### src/ctrl_pkg.sv
// shared types for the multicycle control unit
// datapath selector encodings, opcodes and trap causes
// control state enum
package ctrl_pkg;

  typedef logic [31:0] word_t;
  typedef logic [6:0]  opcode_t;
  typedef logic [2:0]  funct3_t;
  typedef logic [6:0]  funct7_t;
  typedef logic [4:0]  reg_idx_t;
  typedef logic [31:0] cause_t;

  typedef logic [3:0] instr_class_t;
  localparam instr_class_t CLS_LOAD    = 4'd0;
  localparam instr_class_t CLS_STORE   = 4'd1;
  localparam instr_class_t CLS_RTYPE   = 4'd2;
  localparam instr_class_t CLS_ITYPE   = 4'd3;
  localparam instr_class_t CLS_JAL     = 4'd4;
  localparam instr_class_t CLS_JALR    = 4'd5;
  localparam instr_class_t CLS_BRANCH  = 4'd6;
  localparam instr_class_t CLS_LUI     = 4'd7;
  localparam instr_class_t CLS_AUIPC   = 4'd8;
  localparam instr_class_t CLS_MRET    = 4'd9;
  localparam instr_class_t CLS_ECALL   = 4'd10;
  localparam instr_class_t CLS_EBREAK  = 4'd11;
  localparam instr_class_t CLS_ILLEGAL = 4'd12;

  typedef logic [2:0] imm_src_t;
  localparam imm_src_t IMM_R = 3'd0;
  localparam imm_src_t IMM_I = 3'd1;
  localparam imm_src_t IMM_S = 3'd2;
  localparam imm_src_t IMM_B = 3'd3;
  localparam imm_src_t IMM_U = 3'd4;
  localparam imm_src_t IMM_J = 3'd5;

  typedef logic [1:0] src_a_t;
  localparam src_a_t SRCA_PC     = 2'd0;
  localparam src_a_t SRCA_OLD_PC = 2'd1;
  localparam src_a_t SRCA_RD1    = 2'd2;

  typedef logic [1:0] src_b_t;
  localparam src_b_t SRCB_RD2     = 2'd0;
  localparam src_b_t SRCB_IMM     = 2'd1;
  localparam src_b_t SRCB_CONST_4 = 2'd2;

  typedef logic [2:0] alu_op_t;
  localparam alu_op_t ALU_ADD    = 3'd0;
  localparam alu_op_t ALU_ARITH  = 3'd1; // funct3/funct7 decoded in the alu
  localparam alu_op_t ALU_BRANCH = 3'd2;
  localparam alu_op_t ALU_LUI    = 3'd3;
  localparam alu_op_t ALU_AUIPC  = 3'd4;

  typedef logic [1:0] result_src_t;
  localparam result_src_t RES_ALUOUT    = 2'd0;
  localparam result_src_t RES_DATA      = 2'd1;
  localparam result_src_t RES_ALURESULT = 2'd2;

  typedef logic adr_src_t;
  localparam adr_src_t ADR_PC     = 1'b0;
  localparam adr_src_t ADR_RESULT = 1'b1;

  typedef logic [1:0] acc_kind_t;
  localparam acc_kind_t ACC_NONE  = 2'd0;
  localparam acc_kind_t ACC_FETCH = 2'd1;
  localparam acc_kind_t ACC_LOAD  = 2'd2;
  localparam acc_kind_t ACC_STORE = 2'd3;

  // rv32i major opcodes
  localparam opcode_t OP_LOAD   = 7'b000_0011;
  localparam opcode_t OP_STORE  = 7'b010_0011;
  localparam opcode_t OP_RTYPE  = 7'b011_0011;
  localparam opcode_t OP_ITYPE  = 7'b001_0011;
  localparam opcode_t OP_JAL    = 7'b110_1111;
  localparam opcode_t OP_JALR   = 7'b110_0111;
  localparam opcode_t OP_BRANCH = 7'b110_0011;
  localparam opcode_t OP_LUI    = 7'b011_0111;
  localparam opcode_t OP_AUIPC  = 7'b001_0111;
  localparam opcode_t OP_SYSTEM = 7'b111_0011;

  // mcause exception codes
  localparam cause_t EXC_INSTR_MISALIGNED = 32'd0;
  localparam cause_t EXC_INSTR_ACCESS     = 32'd1;
  localparam cause_t EXC_ILLEGAL          = 32'd2;
  localparam cause_t EXC_BREAKPOINT       = 32'd3;
  localparam cause_t EXC_LOAD_MISALIGNED  = 32'd4;
  localparam cause_t EXC_LOAD_ACCESS      = 32'd5;
  localparam cause_t EXC_STORE_MISALIGNED = 32'd6;
  localparam cause_t EXC_STORE_ACCESS     = 32'd7;
  localparam cause_t EXC_ECALL_M          = 32'd11;

  typedef enum logic [4:0] {
    S_FETCH, S_DECODE,
    S_MEM_ADDR, S_MEM_READ, S_MEM_WB, S_MEM_WRITE,
    S_EXEC_R, S_EXEC_I, S_ALU_WB,
    S_JAL, S_JALR, S_BRANCH, S_LUI, S_AUIPC,
    S_MRET0, S_MRET1,
    S_TRAP_ENTER, S_TRAP_JUMP
  } ctrl_state_t;

endpackage

### src/ctrl_fsm.sv
// control sequencer
// state register with stall hold, next-state logic,
// memory access kind and the decode-time trap request
module ctrl_fsm (
  input  logic                   clk,
  input  logic                   resetn,
  input  logic                   stall,
  input  ctrl_pkg::instr_class_t cls,
  input  logic                   access_done,
  input  logic                   trap_take,
  output ctrl_pkg::ctrl_state_t  state,
  output ctrl_pkg::acc_kind_t    acc_kind,
  output logic                   sync_trap
);
  import ctrl_pkg::*;

  ctrl_state_t state_nxt;

  always_ff @(posedge clk) begin
    if (!resetn) begin
      state <= S_FETCH;
    end else if (!stall) begin
      state <= state_nxt;
    end
  end

  always_comb begin
    state_nxt = S_FETCH;
    case (state)
      S_FETCH: begin
        if (trap_take)        state_nxt = S_TRAP_ENTER;
        else if (access_done) state_nxt = S_DECODE;
        else                  state_nxt = S_FETCH; // wait for mem_ready
      end
      S_DECODE: begin
        case (cls)
          CLS_LOAD, CLS_STORE: state_nxt = S_MEM_ADDR;
          CLS_RTYPE:           state_nxt = S_EXEC_R;
          CLS_ITYPE:           state_nxt = S_EXEC_I;
          CLS_JAL:             state_nxt = S_JAL;
          CLS_JALR:            state_nxt = S_JALR;
          CLS_BRANCH:          state_nxt = S_BRANCH;
          CLS_LUI:             state_nxt = S_LUI;
          CLS_AUIPC:           state_nxt = S_AUIPC;
          CLS_MRET:            state_nxt = S_MRET0;
          default:             state_nxt = S_TRAP_ENTER; // ecall, ebreak, illegal
        endcase
      end
      S_MEM_ADDR: state_nxt = (cls == CLS_STORE) ? S_MEM_WRITE : S_MEM_READ;
      S_MEM_READ: begin
        if (trap_take)        state_nxt = S_TRAP_ENTER;
        else if (access_done) state_nxt = S_MEM_WB;
        else                  state_nxt = S_MEM_READ;
      end
      S_MEM_WB:   state_nxt = S_FETCH;
      S_MEM_WRITE: begin
        if (trap_take)        state_nxt = S_TRAP_ENTER;
        else if (access_done) state_nxt = S_FETCH;
        else                  state_nxt = S_MEM_WRITE;
      end
      S_EXEC_R,
      S_EXEC_I,
      S_LUI,
      S_AUIPC:    state_nxt = S_ALU_WB;
      S_JALR:     state_nxt = S_JAL;   // target computed, then link like jal
      S_JAL:      state_nxt = S_ALU_WB;
      S_ALU_WB:   state_nxt = S_FETCH;
      S_BRANCH:   state_nxt = S_FETCH;
      S_MRET0:    state_nxt = S_MRET1;
      S_MRET1:    state_nxt = S_FETCH;
      S_TRAP_ENTER: state_nxt = S_TRAP_JUMP;
      S_TRAP_JUMP:  state_nxt = S_FETCH;
      default:    state_nxt = S_FETCH;
    endcase
  end

  always_comb begin
    case (state)
      S_FETCH:     acc_kind = ACC_FETCH;
      S_MEM_READ:  acc_kind = ACC_LOAD;
      S_MEM_WRITE: acc_kind = ACC_STORE;
      default:     acc_kind = ACC_NONE;
    endcase
  end

  // cause capture request for traps detected at decode
  assign sync_trap = (state == S_DECODE) &&
                     ((cls == CLS_ILLEGAL) || (cls == CLS_ECALL) || (cls == CLS_EBREAK));

endmodule

### src/ctrl_outputs.sv
// per-state datapath control
// mux selects, alu op and the write/update/retire strobes
module ctrl_outputs (
  input  ctrl_pkg::ctrl_state_t  state,
  input  ctrl_pkg::instr_class_t cls,
  input  logic                   access_done,
  output ctrl_pkg::adr_src_t     adr_src,
  output ctrl_pkg::src_a_t       src_a,
  output ctrl_pkg::src_b_t       src_b,
  output ctrl_pkg::alu_op_t      alu_op,
  output ctrl_pkg::result_src_t  result_src,
  output logic                   store_instr,
  output logic                   pc_update,
  output logic                   branch,
  output logic                   reg_write,
  output logic                   mem_write,
  output logic                   exception_event,
  output logic                   mret,
  output logic                   incr_inst_retired
);
  import ctrl_pkg::*;

  always_comb begin
    adr_src           = ADR_PC;
    src_a             = SRCA_PC;
    src_b             = SRCB_RD2;
    alu_op            = ALU_ADD;
    result_src        = RES_ALUOUT;
    store_instr       = 1'b0;
    pc_update         = 1'b0;
    branch            = 1'b0;
    reg_write         = 1'b0;
    mem_write         = 1'b0;
    exception_event   = 1'b0;
    mret              = 1'b0;
    incr_inst_retired = 1'b0;

    case (state)
      S_FETCH: begin
        // instr <- mem[pc], pc <- pc + 4
        src_b       = SRCB_CONST_4;
        result_src  = RES_ALURESULT;
        store_instr = access_done;
        pc_update   = access_done;
      end
      S_DECODE: begin
        src_a = SRCA_OLD_PC; // aluout <- old_pc + imm
        src_b = SRCB_IMM;
      end
      S_MEM_ADDR: begin
        src_a = SRCA_RD1;
        src_b = SRCB_IMM;
      end
      S_MEM_READ: adr_src = ADR_RESULT;
      S_MEM_WB: begin
        result_src        = RES_DATA;
        reg_write         = 1'b1;
        incr_inst_retired = 1'b1;
      end
      S_MEM_WRITE: begin
        adr_src           = ADR_RESULT;
        mem_write         = (cls == CLS_STORE); // held until the bus accepts
        incr_inst_retired = access_done;
      end
      S_EXEC_R: begin
        src_a  = SRCA_RD1;
        alu_op = ALU_ARITH;
      end
      S_EXEC_I: begin
        src_a  = SRCA_RD1;
        src_b  = SRCB_IMM;
        alu_op = ALU_ARITH;
      end
      S_ALU_WB: begin
        reg_write         = 1'b1;
        incr_inst_retired = 1'b1;
      end
      S_JAL: begin
        src_a     = SRCA_OLD_PC; // link value old_pc + 4
        src_b     = SRCB_CONST_4;
        pc_update = 1'b1;        // pc <- aluout target
      end
      S_JALR: begin
        src_a = SRCA_RD1;
        src_b = SRCB_IMM;
      end
      S_BRANCH: begin
        src_a             = SRCA_RD1;
        alu_op            = ALU_BRANCH;
        branch            = 1'b1;
        incr_inst_retired = 1'b1;
      end
      S_LUI: begin
        src_b  = SRCB_IMM;
        alu_op = ALU_LUI;
      end
      S_AUIPC: begin
        src_a  = SRCA_OLD_PC;
        src_b  = SRCB_IMM;
        alu_op = ALU_AUIPC;
      end
      S_MRET0: mret = 1'b1;
      S_TRAP_ENTER: exception_event = 1'b1; // cause/badaddr already latched
      S_MRET1,
      S_TRAP_JUMP: begin
        pc_update         = 1'b1;
        incr_inst_retired = 1'b1;
      end
      default: ;
    endcase
  end

endmodule

### src/instr_decoder.sv
// instruction classifier
// maps opcode and function fields to an instruction class
// and picks the immediate format for the datapath
module instr_decoder (
  input  ctrl_pkg::opcode_t      op,
  input  ctrl_pkg::funct3_t      funct3,
  input  ctrl_pkg::funct7_t      funct7,
  input  ctrl_pkg::reg_idx_t     rs1,
  input  ctrl_pkg::reg_idx_t     rs2,
  input  ctrl_pkg::reg_idx_t     rd,
  output ctrl_pkg::instr_class_t cls,
  output ctrl_pkg::imm_src_t     imm_src
);
  import ctrl_pkg::*;

  logic load_ok, store_ok, branch_ok, rtype_ok, itype_ok;
  logic sys_base, is_ecall, is_ebreak, is_mret;

  // legal funct3/funct7 combinations per format
  assign load_ok   = (funct3 != 3'd3) && (funct3 != 3'd6) && (funct3 != 3'd7);
  assign store_ok  = (funct3 <= 3'd2);
  assign branch_ok = (funct3 != 3'd2) && (funct3 != 3'd3);
  assign rtype_ok  = (funct7 == 7'h00) ||
                     ((funct7 == 7'h20) && ((funct3 == 3'd0) || (funct3 == 3'd5)));
  assign itype_ok  = (funct3 == 3'd1) ? (funct7 == 7'h00) :
                     (funct3 == 3'd5) ? ((funct7 == 7'h00) || (funct7 == 7'h20)) : 1'b1;

  // system encodings must match exactly
  assign sys_base  = (op == OP_SYSTEM) && (funct3 == 3'd0) && (rs1 == 5'd0) && (rd == 5'd0);
  assign is_ecall  = sys_base && (funct7 == 7'h00) && (rs2 == 5'd0);
  assign is_ebreak = sys_base && (funct7 == 7'h00) && (rs2 == 5'd1);
  assign is_mret   = sys_base && (funct7 == 7'b001_1000) && (rs2 == 5'd2);

  always_comb begin
    cls = CLS_ILLEGAL;
    case (op)
      OP_LOAD:   if (load_ok) cls = CLS_LOAD;
      OP_STORE:  if (store_ok) cls = CLS_STORE;
      OP_RTYPE:  if (rtype_ok) cls = CLS_RTYPE; // mul/div not supported
      OP_ITYPE:  if (itype_ok) cls = CLS_ITYPE;
      OP_JAL:    cls = CLS_JAL;
      OP_JALR:   if (funct3 == 3'd0) cls = CLS_JALR;
      OP_BRANCH: if (branch_ok) cls = CLS_BRANCH;
      OP_LUI:    cls = CLS_LUI;
      OP_AUIPC:  cls = CLS_AUIPC;
      OP_SYSTEM: begin
        if (is_mret)        cls = CLS_MRET;
        else if (is_ecall)  cls = CLS_ECALL;
        else if (is_ebreak) cls = CLS_EBREAK;
      end
      default:   cls = CLS_ILLEGAL;
    endcase
  end

  always_comb begin
    case (cls)
      CLS_RTYPE:              imm_src = IMM_R;
      CLS_STORE:              imm_src = IMM_S;
      CLS_BRANCH:             imm_src = IMM_B;
      CLS_LUI, CLS_AUIPC:     imm_src = IMM_U;
      CLS_JAL:                imm_src = IMM_J;
      default:                imm_src = IMM_I; // load, itype, jalr, system
    endcase
  end

endmodule

### src/mem_trap_unit.sv
// memory request gating and trap capture
// selects the misalignment flag for the current access, raises
// mem_valid and the done/trap handshakes, latches cause and badaddr
module mem_trap_unit (
  input  logic                   clk,
  input  logic                   resetn,
  input  ctrl_pkg::acc_kind_t    acc_kind,
  input  logic                   sync_trap,
  input  ctrl_pkg::instr_class_t cls,
  input  ctrl_pkg::opcode_t      op,
  input  ctrl_pkg::word_t        mem_addr,
  input  logic                   mem_ready,
  input  logic                   access_fault,
  input  logic                   instr_unaligned,
  input  logic                   load_unaligned,
  input  logic                   store_unaligned,
  output logic                   mem_valid,
  output logic                   access_done,
  output logic                   trap_take,
  output ctrl_pkg::cause_t       cause,
  output ctrl_pkg::word_t        badaddr
);
  import ctrl_pkg::*;

  logic   misaligned;
  cause_t mem_cause;
  cause_t sync_cause;
  word_t  sync_badaddr;

  always_comb begin
    misaligned = 1'b0;
    mem_cause  = EXC_INSTR_ACCESS;
    case (acc_kind)
      ACC_FETCH: begin
        misaligned = instr_unaligned;
        mem_cause  = instr_unaligned ? EXC_INSTR_MISALIGNED : EXC_INSTR_ACCESS;
      end
      ACC_LOAD: begin
        misaligned = load_unaligned;
        mem_cause  = load_unaligned ? EXC_LOAD_MISALIGNED : EXC_LOAD_ACCESS;
      end
      ACC_STORE: begin
        misaligned = store_unaligned;
        mem_cause  = store_unaligned ? EXC_STORE_MISALIGNED : EXC_STORE_ACCESS;
      end
      default: ;
    endcase
  end

  // a misaligned access never reaches the bus
  assign mem_valid   = (acc_kind != ACC_NONE) && !misaligned;
  assign access_done = mem_valid && mem_ready && !access_fault;
  assign trap_take   = misaligned || (mem_valid && mem_ready && access_fault);

  always_comb begin
    sync_badaddr = '0;
    case (cls)
      CLS_ECALL:  sync_cause = EXC_ECALL_M;  // machine mode only
      CLS_EBREAK: sync_cause = EXC_BREAKPOINT;
      default: begin
        sync_cause   = EXC_ILLEGAL;
        sync_badaddr = {25'd0, op};          // faulting opcode
      end
    endcase
  end

  always_ff @(posedge clk) begin
    if (!resetn) begin
      cause   <= '0;
      badaddr <= '0;
    end else if (trap_take) begin
      cause   <= mem_cause;
      badaddr <= mem_addr;
    end else if (sync_trap) begin
      cause   <= sync_cause;
      badaddr <= sync_badaddr;
    end
  end

endmodule

### src/riscv_ctrl.sv
// multicycle rv32i control unit top level
// decoder, sequencer, memory/trap unit and output decode
module riscv_ctrl (
  input  logic                  clk,
  input  logic                  resetn,
  input  logic                  stall,
  input  ctrl_pkg::opcode_t     op,
  input  ctrl_pkg::funct3_t     funct3,
  input  ctrl_pkg::funct7_t     funct7,
  input  ctrl_pkg::reg_idx_t    rs1,
  input  ctrl_pkg::reg_idx_t    rs2,
  input  ctrl_pkg::reg_idx_t    rd,
  input  ctrl_pkg::word_t       mem_addr,
  input  logic                  mem_ready,
  input  logic                  access_fault,
  input  logic                  instr_unaligned,
  input  logic                  load_unaligned,
  input  logic                  store_unaligned,
  output logic                  mem_valid,
  output ctrl_pkg::cause_t      cause,
  output ctrl_pkg::word_t       badaddr,
  output ctrl_pkg::imm_src_t    imm_src,
  output ctrl_pkg::adr_src_t    adr_src,
  output ctrl_pkg::src_a_t      src_a,
  output ctrl_pkg::src_b_t      src_b,
  output ctrl_pkg::alu_op_t     alu_op,
  output ctrl_pkg::result_src_t result_src,
  output logic                  store_instr,
  output logic                  pc_update,
  output logic                  branch,
  output logic                  reg_write,
  output logic                  mem_write,
  output logic                  exception_event,
  output logic                  mret,
  output logic                  incr_inst_retired
);
  import ctrl_pkg::*;

  instr_class_t cls;
  ctrl_state_t  state;
  acc_kind_t    acc_kind;
  logic         sync_trap;
  logic         access_done;
  logic         trap_take;

  instr_decoder i_decoder (
    .op, .funct3, .funct7, .rs1, .rs2, .rd, .cls, .imm_src
  );

  mem_trap_unit i_mem_trap (
    .clk, .resetn, .acc_kind, .sync_trap, .cls, .op, .mem_addr,
    .mem_ready, .access_fault, .instr_unaligned, .load_unaligned,
    .store_unaligned, .mem_valid, .access_done, .trap_take, .cause, .badaddr
  );

  ctrl_fsm i_fsm (
    .clk, .resetn, .stall, .cls, .access_done, .trap_take,
    .state, .acc_kind, .sync_trap
  );

  ctrl_outputs i_outputs (
    .state, .cls, .access_done, .adr_src, .src_a, .src_b, .alu_op,
    .result_src, .store_instr, .pc_update, .branch, .reg_write,
    .mem_write, .exception_event, .mret, .incr_inst_retired
  );

endmodule

### config.mk
export PLATFORM = sky130hd
export DESIGN_NAME = riscv_ctrl
export DESIGN_NICKNAME = d
export VERILOG_FILES = /design/src/ctrl_pkg.sv /design/src/ctrl_fsm.sv /design/src/ctrl_outputs.sv /design/src/instr_decoder.sv /design/src/mem_trap_unit.sv /design/src/riscv_ctrl.sv
export SDC_FILE = /design/constraint.sdc
export NUM_CORES = 1
export LEC_CHECK = 0
export BUFFER_PORTS_ARGS = -buffer_cell sky130_fd_sc_hd__buf_2
export CAP_MARGIN = 20
export CORE_ASPECT_RATIO = 0.9
export CORE_MARGIN = 3
export CORE_UTILIZATION = 45
export DETAILED_ROUTE_END_ITERATION = 10
export PLACE_DENSITY = 0.79
export RECOVER_POWER = 50
export SYNTH_ARGS = -nofsm -noshare
export SYNTH_HDL_FRONTEND = slang
export SYNTH_HIERARCHICAL = 1
export SYNTH_SLANG_ARGS = --single-unit
### constraint.sdc
create_clock -name clk -period 4.15 [get_ports clk]
set_input_delay 0 -clock clk [delete_from_list [all_inputs] [get_ports clk]]
set_output_delay 0 -clock clk [all_outputs]
set_load 0.02 [all_outputs]
# Word level (Yosys, flattened, before mapping)
# Memories as Yosys holds them, arrays and structs flattened.
# Index checks and enable logic that the tools add are counted.
dict set report totals {
  ff_bits 69
  romBits 80
  input_bits 72
  output_inout_bits 86
  word_cells 145
  memories 1
}
# memory depth word_bits rd rd_ports_with_merged_regs wr line
set memory_table {}
lappend memory_table {{(no name shown)} 16 5 1 0 0 ctrl_fsm.sv:36} ;# case (cls)
dict set report op_classes {
  n_lt_le_gt_ge 1
  n_eq_ne 49
  mux 46
  n_reduce_logical 45
}
# operator count
set op_table {}
lappend op_table {{$mux 32} 4}
lappend op_table {{$pmux 32 s3} 1}
lappend op_table {{$pmux 5 s9} 1}
lappend op_table {{$eq 5x4->1 const B} 8}
lappend op_table {{$pmux 4 s10} 1}
lappend op_table {{$mux 4} 8}
lappend op_table {{$eq 7x6->1 const B} 4}
lappend op_table {{$eq 7x7->1 const B} 4}
lappend op_table {{$eq 7x5->1 const B} 3}
lappend op_table {{$eq 5x3->1 const B} 4}
lappend op_table {{$logic_not 5->1} 4}
lappend op_table {{$logic_and 1x1->1} 17}
lappend op_table {{$eq 4x4->1 const B} 4}
lappend op_table {{$eq 5x2->1 const B} 3}
lappend op_table {{$mux 5} 3}
lappend op_table {{$pmux 3 s5} 1}
lappend op_table {{$reduce_or 5->1} 3}
lappend op_table {{$mux 1} 13}
lappend op_table {{$eq 4x3->1 const B} 3}
lappend op_table {{$mux 3} 4}
lappend op_table {{$pmux 2 s2} 3}
lappend op_table {{$pmux 3 s4} 1}
lappend op_table {{$reduce_or 2->1} 6}
lappend op_table {{$eq 5x1->1 const B} 2}
lappend op_table {{other kinds (23)} 36}

# Logic depth before layout (Yosys ltp)
# Gate-level depths: netlist of the first run.
dict set report depth {
  word_depth 16
  ltp_mapped 17
  depth_no_buf 15
}

# Modules after synthesis
# Netlist of the first run, hierarchy kept.
# module instances cells_each area_each_um2 seq_area_each_um2
set by_module_without_submodules {}
lappend by_module_without_submodules {mem_trap_unit 1 213 1914.3 720.7}
lappend by_module_without_submodules {ctrl_fsm 1 88 636.9 100.1}
lappend by_module_without_submodules {instr_decoder 1 83 544.3 0.0}
lappend by_module_without_submodules {ctrl_outputs 1 56 370.4 0.0}

# Least setup slack after synthesis of the first run
# OpenSTA, ideal clock, no wires.
dict set report synth_path {
  path_kind {input -> register}
  from {input port op[2]}
  to {register i_mem_trap.badaddr[5]}
  setup_ns 0.116
  arrival_time_ns 2.781
  t_required_ns 4.034
  path_slack_ns 1.253
  path_stages 16
  n_path_buf 3
  path_cell_list {buf_6 -> or2_4 -> or4_4 -> nand4bb_1 -> nand2_1 -> a211oi_1 -> inv_1 -> ha_1 -> nor2_1 -> o21ai_0 -> and3_1 -> buf_2 -> clkbuf_1 -> mux2i_1 -> a211oi_1 -> a31o_2}
}
dict set report synth_via {
  elab_chain_cells 15
  word_cells_on_any_way 33
  classes_between {eq/ne: 13; mux: 7; reduce/logical: 13}
}
# element line
set synth_rtl {}
lappend synth_rtl {{start: declaration} riscv_ctrl.sv:7} ;# input ctrl_pkg::opcode_t op,
lappend synth_rtl {{$eq 7x7->1} {instr_decoder.sv:29, instr_decoder.sv:36}}
lappend synth_rtl {{$logic_and 1x1->1 (3 in series)} instr_decoder.sv:29} ;# assign sys_base = (op == OP_SYSTEM) && (funct3 == 3'd0) && (rs1 == 5'd0) && (rd == 5'd0);
lappend synth_rtl {{$logic_and 1x1->1} {instr_decoder.sv:30, instr_decoder.sv:31}}
lappend synth_rtl {{$logic_and 1x1->1} instr_decoder.sv:31} ;# assign is_ebreak = sys_base && (funct7 == 7'h00) && (rs2 == 5'd1);
lappend synth_rtl {{$mux 3} instr_decoder.sv:49} ;# else if (is_ebreak) cls = CLS_EBREAK;
lappend synth_rtl {{$mux 4} instr_decoder.sv:48} ;# else if (is_ecall) cls = CLS_ECALL;
lappend synth_rtl {{$mux 4} instr_decoder.sv:47} ;# if (is_mret) cls = CLS_MRET;
lappend synth_rtl {{$pmux 4 s10 (*)} instr_decoder.sv:36} ;# case (op)
lappend synth_rtl {{via cls[0]} riscv_ctrl.sv:39} ;# instr_class_t cls;
lappend synth_rtl {{$eq 4x4->1} ctrl_fsm.sv:88} ;# ((cls == CLS_ILLEGAL) || (cls == CLS_ECALL) || (cls == CLS_EBREAK));
lappend synth_rtl {{$logic_or 1x1->1} ctrl_fsm.sv:88}
lappend synth_rtl {{$logic_or 1x1->1 (*)} ctrl_fsm.sv:88}
lappend synth_rtl {{$logic_and 1x1->1 (*)} ctrl_fsm.sv:87} ;# assign sync_trap = (state == S_DECODE) &&
lappend synth_rtl {{via sync_trap} riscv_ctrl.sv:42} ;# logic sync_trap;
lappend synth_rtl {{$reduce_bool 2->1 (no line) (*)} -}
lappend synth_rtl {{end signal: assignment} mem_trap_unit.sv:73} ;# badaddr <= mem_addr;
lappend synth_rtl {{end signal: assignment} mem_trap_unit.sv:76} ;# badaddr <= sync_badaddr;
lappend synth_rtl {{end: declaration} mem_trap_unit.sv:21} ;# output ctrl_pkg::word_t badaddr
# The timed path passes the listed nets; every way through them passes the cells marked *. The select of a mux whose other input is x is not followed.
# A chain may end at the register's enable or synchronous reset.

# Worst setup path after layout of the first run
dict set report layout_path {
  from {register i_fsm.state[1]}
  to {output port incr_inst_retired}
}
dict set report layout_via {
  elab_chain_cells 9
  word_cells_on_any_way 20
  classes_between {eq/ne: 10; mux: 3; reduce/logical: 7}
}
# element line
set layout_rtl {}
lappend layout_rtl {{start: declaration} ctrl_fsm.sv:11} ;# output ctrl_pkg::ctrl_state_t state,
lappend layout_rtl {{start signal: assignment} ctrl_fsm.sv:23} ;# state <= state_nxt;
lappend layout_rtl {{$eq 5x3->1, or another cell as far along} ctrl_fsm.sv:78} ;# case (state)
lappend layout_rtl {{$pmux 2 s3 (*)} ctrl_fsm.sv:78}
lappend layout_rtl {{via acc_kind[1]} riscv_ctrl.sv:41} ;# acc_kind_t acc_kind;
lappend layout_rtl {{$eq 2x2->1 or $eq 2x1->1 (tied branches)} mem_trap_unit.sv:33} ;# case (acc_kind)
lappend layout_rtl {{$pmux 1 s3} mem_trap_unit.sv:33}
lappend layout_rtl {{$logic_not 1->1} mem_trap_unit.sv:51} ;# assign mem_valid = (acc_kind != ACC_NONE) && !misaligned;
lappend layout_rtl {{$logic_and 1x1->1 (*)} mem_trap_unit.sv:51}
lappend layout_rtl {{$logic_and 1x1->1 (*) (2 in series)} mem_trap_unit.sv:52} ;# assign access_done = mem_valid && mem_ready && !access_fault;
lappend layout_rtl {{via access_done} riscv_ctrl.sv:43} ;# logic access_done;
lappend layout_rtl {{$pmux 1 s2 (*)} ctrl_outputs.sv:38} ;# case (state)
lappend layout_rtl {{end: declaration} riscv_ctrl.sv:35} ;# output logic incr_inst_retired
# The timed path passes the listed nets; every way through them passes the cells marked *.

==> results.cfg, run 1 <==
[placed_design]
gp_congestion = 0.9051
detailedPlacementHpwl_um = 6755
post-place-ws_ns = 0.8391
place.port_buffers = 129
place_area_um2 = 3983

[drt]
routed_wire_length_per_instance_um = 14.96
drt_drc_violations_left = 0
ant_nets = 0
drt-initial-drc-count = 231
drt-vias-per-instance = 5.568
routed_wirelength_um = 10080
drtPass1Iterations = 4
via_count = 3753

[floorplan]
width_of_the_die_um = 98.51
start_util_pct = 47.76
top_level_ports = 158
dieHeight_um = 89.26
die-area_um2 = 8792
placeableCoreArea_um2 = 7257
placement_rows = 29

[setup_path]
timing.rr.end = i_fsm/state[0]
worst_ep_required_time_ns = 4.15
crit_buf_inv = 2
r2r_cells = 11
type_of_origin_of_the_critical_path = register
critical_path.cell_chain = xnor2_1, nor3_1, buf_4, nand2b_2, o21ai_0, and3b_1, nand2b_1, a21oi_1, o31ai_1, buf_2
timing.critical_path.fanout_max = 31
worst_ep_arrival_time_ns = 3.19
worst_setup_path_end_kind = output pin
timing.reg2reg.setup_slack_ns = 1.01
launching_point_of_the_worst_reg2reg_path = i_fsm/state[1]
cp_slowest_stage_delay_ns = 0.93
timing.critical_path.max_delay_family = flip-flops
critical_path_class = reg -> out
worstSetupStartpoint = i_fsm/state[1]
critical_path.slowest_cell = dfxtp_1

[yosys]
synth_simple_gate_area_share_pct = 35.13
synth_compound_area_share_pct = 20.94
post_synth_inst_count = 440
share_of_the_synthesized_netlist_area_taken_by_xor_and_xnor_gates_pct = 1.769
yosys_warnings = 6
synth_seq_cells = 41
synth_top_family_by_area = simple AND/OR/NAND/NOR gates
yosysSeqAreaShare_pct = 23.68
netlist_area_um2 = 3466
synthesis.area_per_instance_um2 = 7.877
synth_enable_flop_cells = 0
synth_async_sr_flop_share_pct = 0
yosys-mux-area-fraction_pct = 2.924
postSynth.topFlopCell = dfxtp_1
post_synth_fa_ha_maj_area_fraction_pct = 1.444
netlist-cell-type-count = 70

[finish]
fin_area_um2 = 4312
layout.cells.most_common_list = 81 x buf_2, 50 x clkbuf_1, 46 x o21ai_0
finish.net_count = 656
final_layout_size_suffix_gt1_share_pct = 20.48
num_antenna_cells = 0
final_common_cell = buf_2
area_growth_pct = 24.40

[power]
vdd_ir_max_uv = 252.0
clock_power_share_pct = 22.3
leakage_nw = 1.708
seq_power_share_pct = 39.7
internal_power_mw = 0.7030
pwr-share-comb_pct = 38.0
power.share.switching_pct = 38.27
pwr_density_cell_nw_per_um2 = 264.1
total_switching_power_mw = 0.4359

[min_path]
worst_hold_startpoint = mem_addr[11]
worst_hold_end = i_mem_trap/badaddr[11]
hold_path_class = in -> reg
hold-path-cell-count = 3

[global_route]
grt_pass1_vias = 3285
grt_pass1_wl_um = 15490
busiest_layer = met2
grt_overflow_total = 0
grt_util_all_layers_pct = 21.09
global_route.usage.met2_pct = 35.54
met3_usage_pct = 5.304
grt_start_max_net_pins = 70
globalRouteMet1Util_pct = 27.42
initial_antenna_violation_count = 0

[run]
max_cap_check_violation_count = 0

[sta]
timing.setup.tns_ns = 0
timing_worst_slew_pin_value_ns = 0.9166
finalHoldViolCount = 0
grt_setup_unrepaired = false
clock-skew-final_ns = 0.002278
fin_ws_ns = 0.9630
slew-limit-headroom_pct = 38.81
max_freq_mhz = 313.8
final_period_minus_worst_setup_slack_ns = 3.187
setup_viol = 0
slew_violations = 0
post-route-period-util_pct = 76.79
hold_slack_ns = 0.02186

[clocking]
clk_path_buf_depth = 2
htree_levels = 2
clk_root_buffer_cell = clkbuf_8
clk_latency_ns = 0.28
numClockSinks = 41
cts_repair_resize_count = 0
numCtsBuffers = 5
tritoncts = done
clk_transition_reported_paths_ns = 0.08

[status]
run_status = finished, final reports clean
-- registers in the layout, indices dropped and copies added (netlist names) --
name / cells
i_fsm/state: 5
i_mem_trap/badaddr: 32
i_mem_trap/cause: 4
-- cell usage after synthesis, types with 2 or more instances --
cell type,instances,area (µm²)
a311oi_1,2,17.52
clkbuf_1,17,63.81
nand2_1,16,60.06
a31oi_1,6,37.54
ha_1,4,50.05
nor3_1,16,80.08
a21oi_1,14,70.07
buf_4,29,217.7
nor4_1,6,37.54
and4b_1,2,20.02
a31o_2,6,52.55
or2_1,2,12.51
nand4_1,28,175.2
buf_6,7,78.83
a21o_1,2,15.01
nor2b_1,9,56.30
a211oi_1,11,82.58
dfxtp_1,41,820.8
nor4bb_1,2,20.02
and2_1,2,12.51
mux2i_1,9,90.09
o21ai_0,46,230.2
xor2_1,4,35.03
and3b_1,3,26.28
xnor2_1,3,26.28
nand2b_1,7,43.79
nand3_1,7,35.03
nor2_1,28,105.1
nor4b_1,3,26.28
inv_1,15,56.30
nand3b_1,29,217.7
buf_2,11,55.05
o32ai_1,2,17.52
nor3b_1,9,67.56
and3_1,2,12.51
o31ai_1,2,15.01
or3_4,2,22.52
or4_4,2,22.52
or3_1,3,18.77
-- worst max-delay path by stage --
stage,endpoint,slack (ns),depth (start not counted)
3_3_place_gp,i_mem_trap/badaddr[3],1.0,16
5_1_grt,incr_inst_retired,0.61,10
2_1_floorplan,i_mem_trap/badaddr[5],1.25,16
3_5_place_dp,i_mem_trap/badaddr[6],0.84,16
4_1_cts,incr_inst_retired,0.92,10
6_report,incr_inst_retired,0.96,10
-- worst register-to-register path, delay by kind of cell (launching register included) --
kind,cells,cell delay [ns]
AOI/OAI and AO/OA,3,0.31
xor gates and xnor gates,1,0.22
buffers and inverters,3,0.92
DFF,1,0.93
and+or+nand+nor,4,0.64
-- power by group through the flow --
stage,logic [mW],clock network [mW],registers (mW)
final,0.433,0.254,0.452
after global routing,0.471,0.277,0.456
after CTS,0.440,0.261,0.450
after detailed placement,0.416,0,0.458
after global placement,0.407,0,0.459
after floorplan,0.277,0,0.497
-- metrics by stage --
stage	total power [mW]	instances	util (%)
detailed placement	0.8745	635	54.88
finish	1.139	674	59.41
floorplan	0.7740	467	-
global placement	0.8657	635	54.88
CTS	1.150	674	60.31
global route	1.203	674	59.41
-- cells by family (layout without fill, tap and decap cells) --
group           after synthesis  count (layout)
fa+ha+maj                     4               4
other cells                   1              28
buf+inv                      80             194
simple gates                190             190
compound gates              107             107
flops                        41              41
xor+xnor                      7               7
mux                          10              10
-- routing by layer --
layer / routed length (µm) / vias up
met1: 4320 / 1714
met3: 930 / 10
li1: - / 1843
met2: 4735 / 186
met5: 0 / -
met4: 95 / 0
-- repair_timing --
item                                    4_1_cts  5_1_grt
buffers inserted                              0        0
endpoints found under the setup margin        0        0
hold endpoints to repair                     31        0
hold buffers                                 31        0
-- layout make-up --
type                            instances  area, µm²
Fill cell                             651       2945
Multi-Input combinational cell        346       2256
Timing Repair Buffer                  171      978.4
Sequential cell                        41      820.8
Tap cell                               93      116.4
Clock buffer                            7      76.32
Inverter                               15      56.30
Clock inverter                          1      7.507
No activity file was read; power rests on OpenSTA's default activity.
==> run 2: changes to the inputs <==
--- a/config.mk
+++ b/config.mk
@@ -9,7 +9,7 @@
 export CAP_MARGIN = 20
 export CORE_ASPECT_RATIO = 0.9
 export CORE_MARGIN = 3
-export CORE_UTILIZATION = 45
+export CORE_UTILIZATION = 43
 export DETAILED_ROUTE_END_ITERATION = 10
 export PLACE_DENSITY = 0.79
 export RECOVER_POWER = 50
==> constraint.sdc (replaced) <==
create_clock -name clk -period 2.8 [get_ports clk]
set_input_delay 0 -clock clk [delete_from_list [all_inputs] [get_ports clk]]
set_output_delay 0 -clock clk [all_outputs]
set_load 0.02 [all_outputs]
==> run 2 against run 1 <==
Combinational power rose by 55%. Die area rose by 4.4%. Clock skew rose by 0.011 ns. Critical path depth did not move. Count of clock-buffer cells in the layout fell by 1. Sequential share of layout area fell by 0.75 points. Worst hold slack barely moved.
==> results.cfg, run 2 (synthesis gave the netlist of run 1 again) <==
[finish]
fin_area_um2 = 4489
finish.net_count = 676
layout.cells.most_common_list = 83 x buf_2, 49 x clkbuf_1, 46 x o21ai_0
max_flop_register = i_mem_trap/badaddr
final_cell_utilization_of_the_core_pct = 58.34
largest_register_ffs = 32
final_layout_size_suffix_gt1_share_pct = 23.83
layout_top_registers = i_mem_trap/badaddr x32, i_fsm/state x5, i_mem_trap/cause x4
final_common_cell = buf_2
final-instance-count-excl-fill = 697
area_growth_pct = 29.53

[sta]
hold_slack_ns = 0.02137
post-route-period-util_pct = 91.77
timing.setup.tns_ns = 0
slew_violations = 0
slew-limit-headroom_pct = 28.23
grt_setup_unrepaired = false
finalHoldViolCount = 0
timing_worst_slew_pin_value_ns = 1.077
clock-skew-final_ns = 0.01341
final_period_minus_worst_setup_slack_ns = 2.569
fin_ws_ns = 0.2305
max_freq_mhz = 389.2
setup_viol = 0

[clocking]
clk_transition_reported_paths_ns = 0.08
clk_latency_ns = 0.29
numCtsBuffers = 5
htree_levels = 2
clk_root_buffer_cell = clkbuf_8
postCtsSetupBuffers = 0
clk_path_buf_depth = 2
tritoncts = done
numClockSinks = 41

[floorplan]
placement_rows = 30
top_level_ports = 158
die-area_um2 = 9175
placeableCoreArea_um2 = 7695
width_of_the_die_um = 100.6
dieHeight_um = 91.17
start_util_pct = 45.04

[setup_path]
critical_path.slowest_cell = dfxtp_1
timing.reg2reg.setup_slack_ns = 0.26
worst_setup_path_end_kind = output pin
timing.rr.end = i_mem_trap/badaddr[0]
r2r_cells = 8
worst_ep_arrival_time_ns = 2.57
worst_ep_required_time_ns = 2.80
critical_path_class = reg -> out
critical_path.cell_chain = inv_1, nor3_1, buf_4, nand2b_2, o21ai_0, and3b_1, nand2b_1, a21oi_1, o31ai_1, buf_2
type_of_origin_of_the_critical_path = register
timing.critical_path.fanout_max = 8
cp_slowest_stage_delay_ns = 0.44
launching_point_of_the_worst_reg2reg_path = i_fsm/state[0]

[global_route]
grt_pass1_vias = 3640
grt_overflow_total = 0
grt_pass1_wl_um = 17150
grt_start_max_net_pins = 46
grt_util_all_layers_pct = 22.01
initial_antenna_violation_count = 1

[power]
leakage_nw = 1.809
pwr_density_cell_nw_per_um2 = 382.0
totalPowerFinal_mw = 1.715
vdd_ir_max_uv = 412.5

[status]
run_status = finished, final reports clean

[placed_design]
numPlacedInstances = 658
place.port_buffers = 129
place_area_um2 = 4149
detailedPlacementHpwl_um = 7316
gp_congestion = 0.9138
post-place-ws_ns = -0.02737

[min_path]
hold_path_class = in -> reg
worst_hold_end = i_mem_trap/badaddr[11]
worst_hold_startpoint = mem_addr[11]
hold-path-cell-count = 3

[drt]
drtPass1Iterations = 6
drt-vias-per-instance = 5.640
drt-initial-drc-count = 258
via_count = 3931
routed_wire_length_per_instance_um = 15.36
routed_wirelength_um = 10710
drt_drc_violations_left = 0
ant_nets = 0

[run]
max_cap_check_violation_count = 0
run 2: cell types whose count changed in the layout (fill, tap and decap cells not counted), sizes merged:
cell      delta
clkinv       +1
diode        +1
buf         +20
clkbuf       -1
clkinvlp     -1
run 2: final cells by class:
cell class,count,area [µm²]
tap,96,120.1
antenna,1,2.502
multi-input combinational,346,2272
timing repair buffer,191,1136
clock inverter,1,8.758
clock buffer,6,72.57
inverter,15,56.30
sequential,41,820.8
fill,726,3206
run 2: metal layers:
layer  vias up  track usage, %  share of wire (%)
met5         -               0                  0
met1      1831           28.29                 41
met3        24           4.224                8.2
met4         0           7.632                2.6
met2       189           36.40                 48
li1       1887               -                  -
run 2: what timing repair did:
item                                    CTS  global route
gates resized for setup                   0             3
hold endpoints to repair                 31             0
hold buffers                             31             0
endpoints found under the setup margin    0             7
run 2: worst max-delay path by stage:
stage                       endpoint  cells after the start  slack, ns      startpoint
3_3_place_gp   i_mem_trap/badaddr[1]                     16       0.07       funct3[2]
6_report           incr_inst_retired                     10       0.23  i_fsm/state[0]
4_1_cts        i_mem_trap/badaddr[0]                     16       0.24       funct3[2]
3_5_place_dp   i_mem_trap/badaddr[0]                     16      -0.03       funct3[2]
2_1_floorplan      incr_inst_retired                     10       0.04  i_fsm/state[0]
5_1_grt        i_mem_trap/badaddr[0]                      8       0.02  i_fsm/state[0]
run 2: power breakdown:
group          switching, mW  internal [mW]  total [mW]  leakage, nW
clock network          0.201          0.173       0.374       0.0413
registers             0.0327          0.635       0.668        0.335
logic                  0.424          0.249       0.673         1.43
total                  0.658           1.06        1.72         1.81
run 2: worst max-delay path, delay by kind of cell, from the launching register on:
kind,cells,cell delay (ns)
buffers and inverters,3,0.54
AOI/OAI and AO/OA,3,0.53
DFF,1,0.44
and+or+nand+nor,4,0.79
==> run 3: changes to the inputs <==
--- a/config.mk
+++ b/config.mk
@@ -5,13 +5,14 @@
 export SDC_FILE = /design/constraint.sdc
 export NUM_CORES = 1
 export LEC_CHECK = 0
+export ABC_AREA = 1
 export BUFFER_PORTS_ARGS = -buffer_cell sky130_fd_sc_hd__buf_2
 export CAP_MARGIN = 20
 export CORE_ASPECT_RATIO = 0.9
 export CORE_MARGIN = 3
 export CORE_UTILIZATION = 43
 export DETAILED_ROUTE_END_ITERATION = 10
-export PLACE_DENSITY = 0.79
+export PLACE_DENSITY = 0.8
 export RECOVER_POWER = 50
 export SYNTH_ARGS = -nofsm -noshare
 export SYNTH_HDL_FRONTEND = slang
==> run 3 against run 2 <==
Sequential share of layout area rose by 0.88 points. Non-clock buffer count is 26 lower. Via count grew 0.56%. Setup slack improved by 0.11 ns. Clock power rose by 33%. Core utilization down 1.7 points. Routed wire length decreased by 6.2%. Worst hold slack better by 0.0019 ns. Design area shrank 4.3%. Cell count grew 13%. Synthesized cell count grew 21%. Critical path type is now reg -> reg. Highest routed layer unchanged.
==> results.cfg, run 3 <==
[status]
run_status = finished, final reports clean

[power]
leakage_nw = 2.138
clock_power_share_pct = 27.3
pwr-share-comb_pct = 35.7
total_switching_power_mw = 0.6709
internal_power_mw = 1.144
power.share.switching_pct = 36.97
seq_power_share_pct = 37.0
pwr_density_cell_nw_per_um2 = 422.3
vdd_ir_max_uv = 238.7

[finish]
multi_input_comb_area_um2 = 2054
area_growth_pct = 27.28
final_cell_utilization_of_the_core_pct = 56.67
num_antenna_cells = 0
max_flop_register = i_mem_trap/badaddr
fin_area_um2 = 4297
fillerInstances = 754
final_layout_size_suffix_gt1_share_pct = 23.80
largest_register_ffs = 32
final_common_cell = nand2_1
layout.cells.most_common_list = 112 x nand2_1, 86 x buf_2, 75 x nand3_1
layout_top_registers = i_mem_trap/badaddr x32, i_fsm/state x5, i_mem_trap/cause x4
finish.net_count = 764
regArea_um2 = 823.3

[placed_design]
gp_congestion = 0.9103
place.port_buffers = 129
place_area_um2 = 4000
post-place-ws_ns = 0.2758
detailedPlacementHpwl_um = 7335

[setup_path]
worst_setup_path_end_kind = register
critical_path_class = reg -> reg
critical_path.cell_chain = nor2_1, nand3_1, nand2_1, inv_1, nand3_1, nand4_4, nand2_8, inv_6, buf_4, inv_1, nand2_1, nor2_1, nor2_1, nand3_1, nor2_1, nor2_1
critical_path.slowest_cell = dfxtp_1
r2r_cells = 16
worst_ep_required_time_ns = 2.99
worst_ep_arrival_time_ns = 2.65
timing.critical_path.max_delay_family = simple AND/OR/NAND/NOR gates
launching_point_of_the_worst_reg2reg_path = i_fsm/state[1]
depth_of_the_critical_timing_path_with_buffers_and_inverters_included = 16
timing.rr.end = i_fsm/state[0]
type_of_origin_of_the_critical_path = register
timing.reg2reg.setup_slack_ns = 0.34
cpMostUsedCell = nor2_1
crit_buf_inv = 4
timing.critical_path.fanout_max = 26
cp_slowest_stage_delay_ns = 0.48

[min_path]
worst_hold_end = i_mem_trap/badaddr[2]
worst_hold_startpoint = mem_addr[2]
hold_path_class = in -> reg
hold-path-cell-count = 5

[sta]
setup_viol = 0
timing.setup.tns_ns = 0
hold_slack_ns = 0.02332
post-route-period-util_pct = 87.76
slew_violations = 0
fin_ws_ns = 0.3427
max_freq_mhz = 406.9
final_period_minus_worst_setup_slack_ns = 2.457
clock-skew-final_ns = 0.004574
finalHoldViolCount = 0
grt_setup_unrepaired = false

[global_route]
grt_overflow_total = 0
grt_util_all_layers_pct = 21.61
grt_pass1_wl_um = 16420
grt_pass1_vias = 3716
grt_start_max_net_pins = 44
initial_antenna_violation_count = 0

[floorplan]
top_level_ports = 158
die-area_um2 = 8951
dieHeight_um = 90.06
placement_rows = 30
width_of_the_die_um = 99.40
start_util_pct = 44.52
placeableCoreArea_um2 = 7582

[yosys]
postSynth.topFlopCell = dfxtp_1
synth.area.top_cells = dfxtp_1 24%, nand2_1 12%, nand3_1 11%
yosysSeqAreaShare_pct = 24.31
synth_most_common_cell = nand2_1
synthesis.area_per_instance_um2 = 6.357
synth_async_sr_flop_share_pct = 0
synth_seq_cells = 41
ys_top_cells_by_count = 111 x nand2_1, 73 x nand3_1, 64 x nor2_1, 53 x inv_1, 41 x dfxtp_1
netlist-cell-type-count = 43
yosys_warnings = 6
synth_enable_flop_cells = 0
cell_type_with_the_largest_total_area_after_synthesis = dfxtp_1
synthDominantCellAreaShare_pct = 24.31
post_synth_inst_count = 531
netlist_area_um2 = 3376

[clocking]
htree_levels = 2
numClockSinks = 41
clk_transition_reported_paths_ns = 0.08
numCtsBuffers = 5
clk_latency_ns = 0.30
clk_root_buffer_cell = clkbuf_8
clk_path_buf_depth = 2
postCtsSetupBuffers = 0
tritoncts = done

[drt]
met3_wirelength_um = 535
via_count = 3953
met2RoutedLength_um = 5084
routed_wire_length_per_instance_um = 12.79
drt_drc_violations_left = 0
highest-signal-layer = met4
routed_wirelength_um = 10040
drt-vias-per-instance = 5.036
drt-initial-drc-count = 253
ant_nets = 0
drtPass1Iterations = 5
wirelength_met1_um = 3986

[run]
max_cap_check_violation_count = 0
## run 3: cell type report
| class | instances | area share [%] |
|---|---|---|
| clock inverters | 1 | 0.6989 |
| flip-flops and latches | 41 | 19.16 |
| well taps | 96 | 2.796 |
| repair buffers | 165 | 21.49 |
| inverters | 67 | 6.028 |
| multi-input cells | 408 | 47.82 |
| clock buffers | 7 | 2.009 |
## run 3: worst max path at each step
stage              startpoint               endpoint  slack, ns
3_3_place_gp   i_fsm/state[0]         i_fsm/state[0]       0.39
3_5_place_dp   i_fsm/state[0]  i_mem_trap/badaddr[1]       0.28
5_1_grt        i_fsm/state[1]         i_fsm/state[0]       0.04
2_1_floorplan  i_fsm/state[0]         i_fsm/state[0]       0.43
6_report       i_fsm/state[1]         i_fsm/state[0]       0.34
4_1_cts        i_fsm/state[0]         i_fsm/state[0]       0.23
## run 3: power by group through the flow
stage	clock, mW	combinational (mW)	sequential [mW]
global placement	0	0.614	0.679
floorplan	0	0.421	0.738
CTS	0.505	0.658	0.668
detailed placement	0	0.626	0.681
global route	0.522	0.716	0.677
finish	0.496	0.648	0.671
## run 3: repair_timing
action | 4_1_cts | 5_1_grt
hold endpoints to repair | 27 | 0
gates resized for setup | 0 | 2
hold buffers | 26 | 0
setup endpoints to repair | 0 | 4
## run 3: logic make-up (layout without fill, tap and decap cells)
family,after synthesis,after routing,share of synthesized area [%]
flip-flops,41,41,24.31
adder cells (fa/ha/maj),4,4,1.483
AO/OA/AOI/OAI,57,57,9.378
buffers and inverters,109,240,17.09
AND/OR/NAND/NOR,318,318,47.37
XOR/XNOR,1,1,0.2595
other,1,28,0.1111
## run 3: routing by layer
metal	up-vias	GRT usage (%)
met5	-	0
met3	40	2.017
met2	171	39.88
met4	0	10.81
li1	1967	-
met1	1775	24.32
## run 3: worst min-delay path: stages
cell and delay, ns:
buf_2 0.10, nand3_1 0.07, nand2_1 0.05, inv_1 0.04, nor2_1 0.03
## run 3: metrics by stage
stage | instances | power, mW
after floorplan | 558 | 1.160
after global placement | 751 | 1.293
after detailed placement | 751 | 1.308
after CTS | 785 | 1.832
after global routing | 785 | 1.914
final | 785 | 1.815
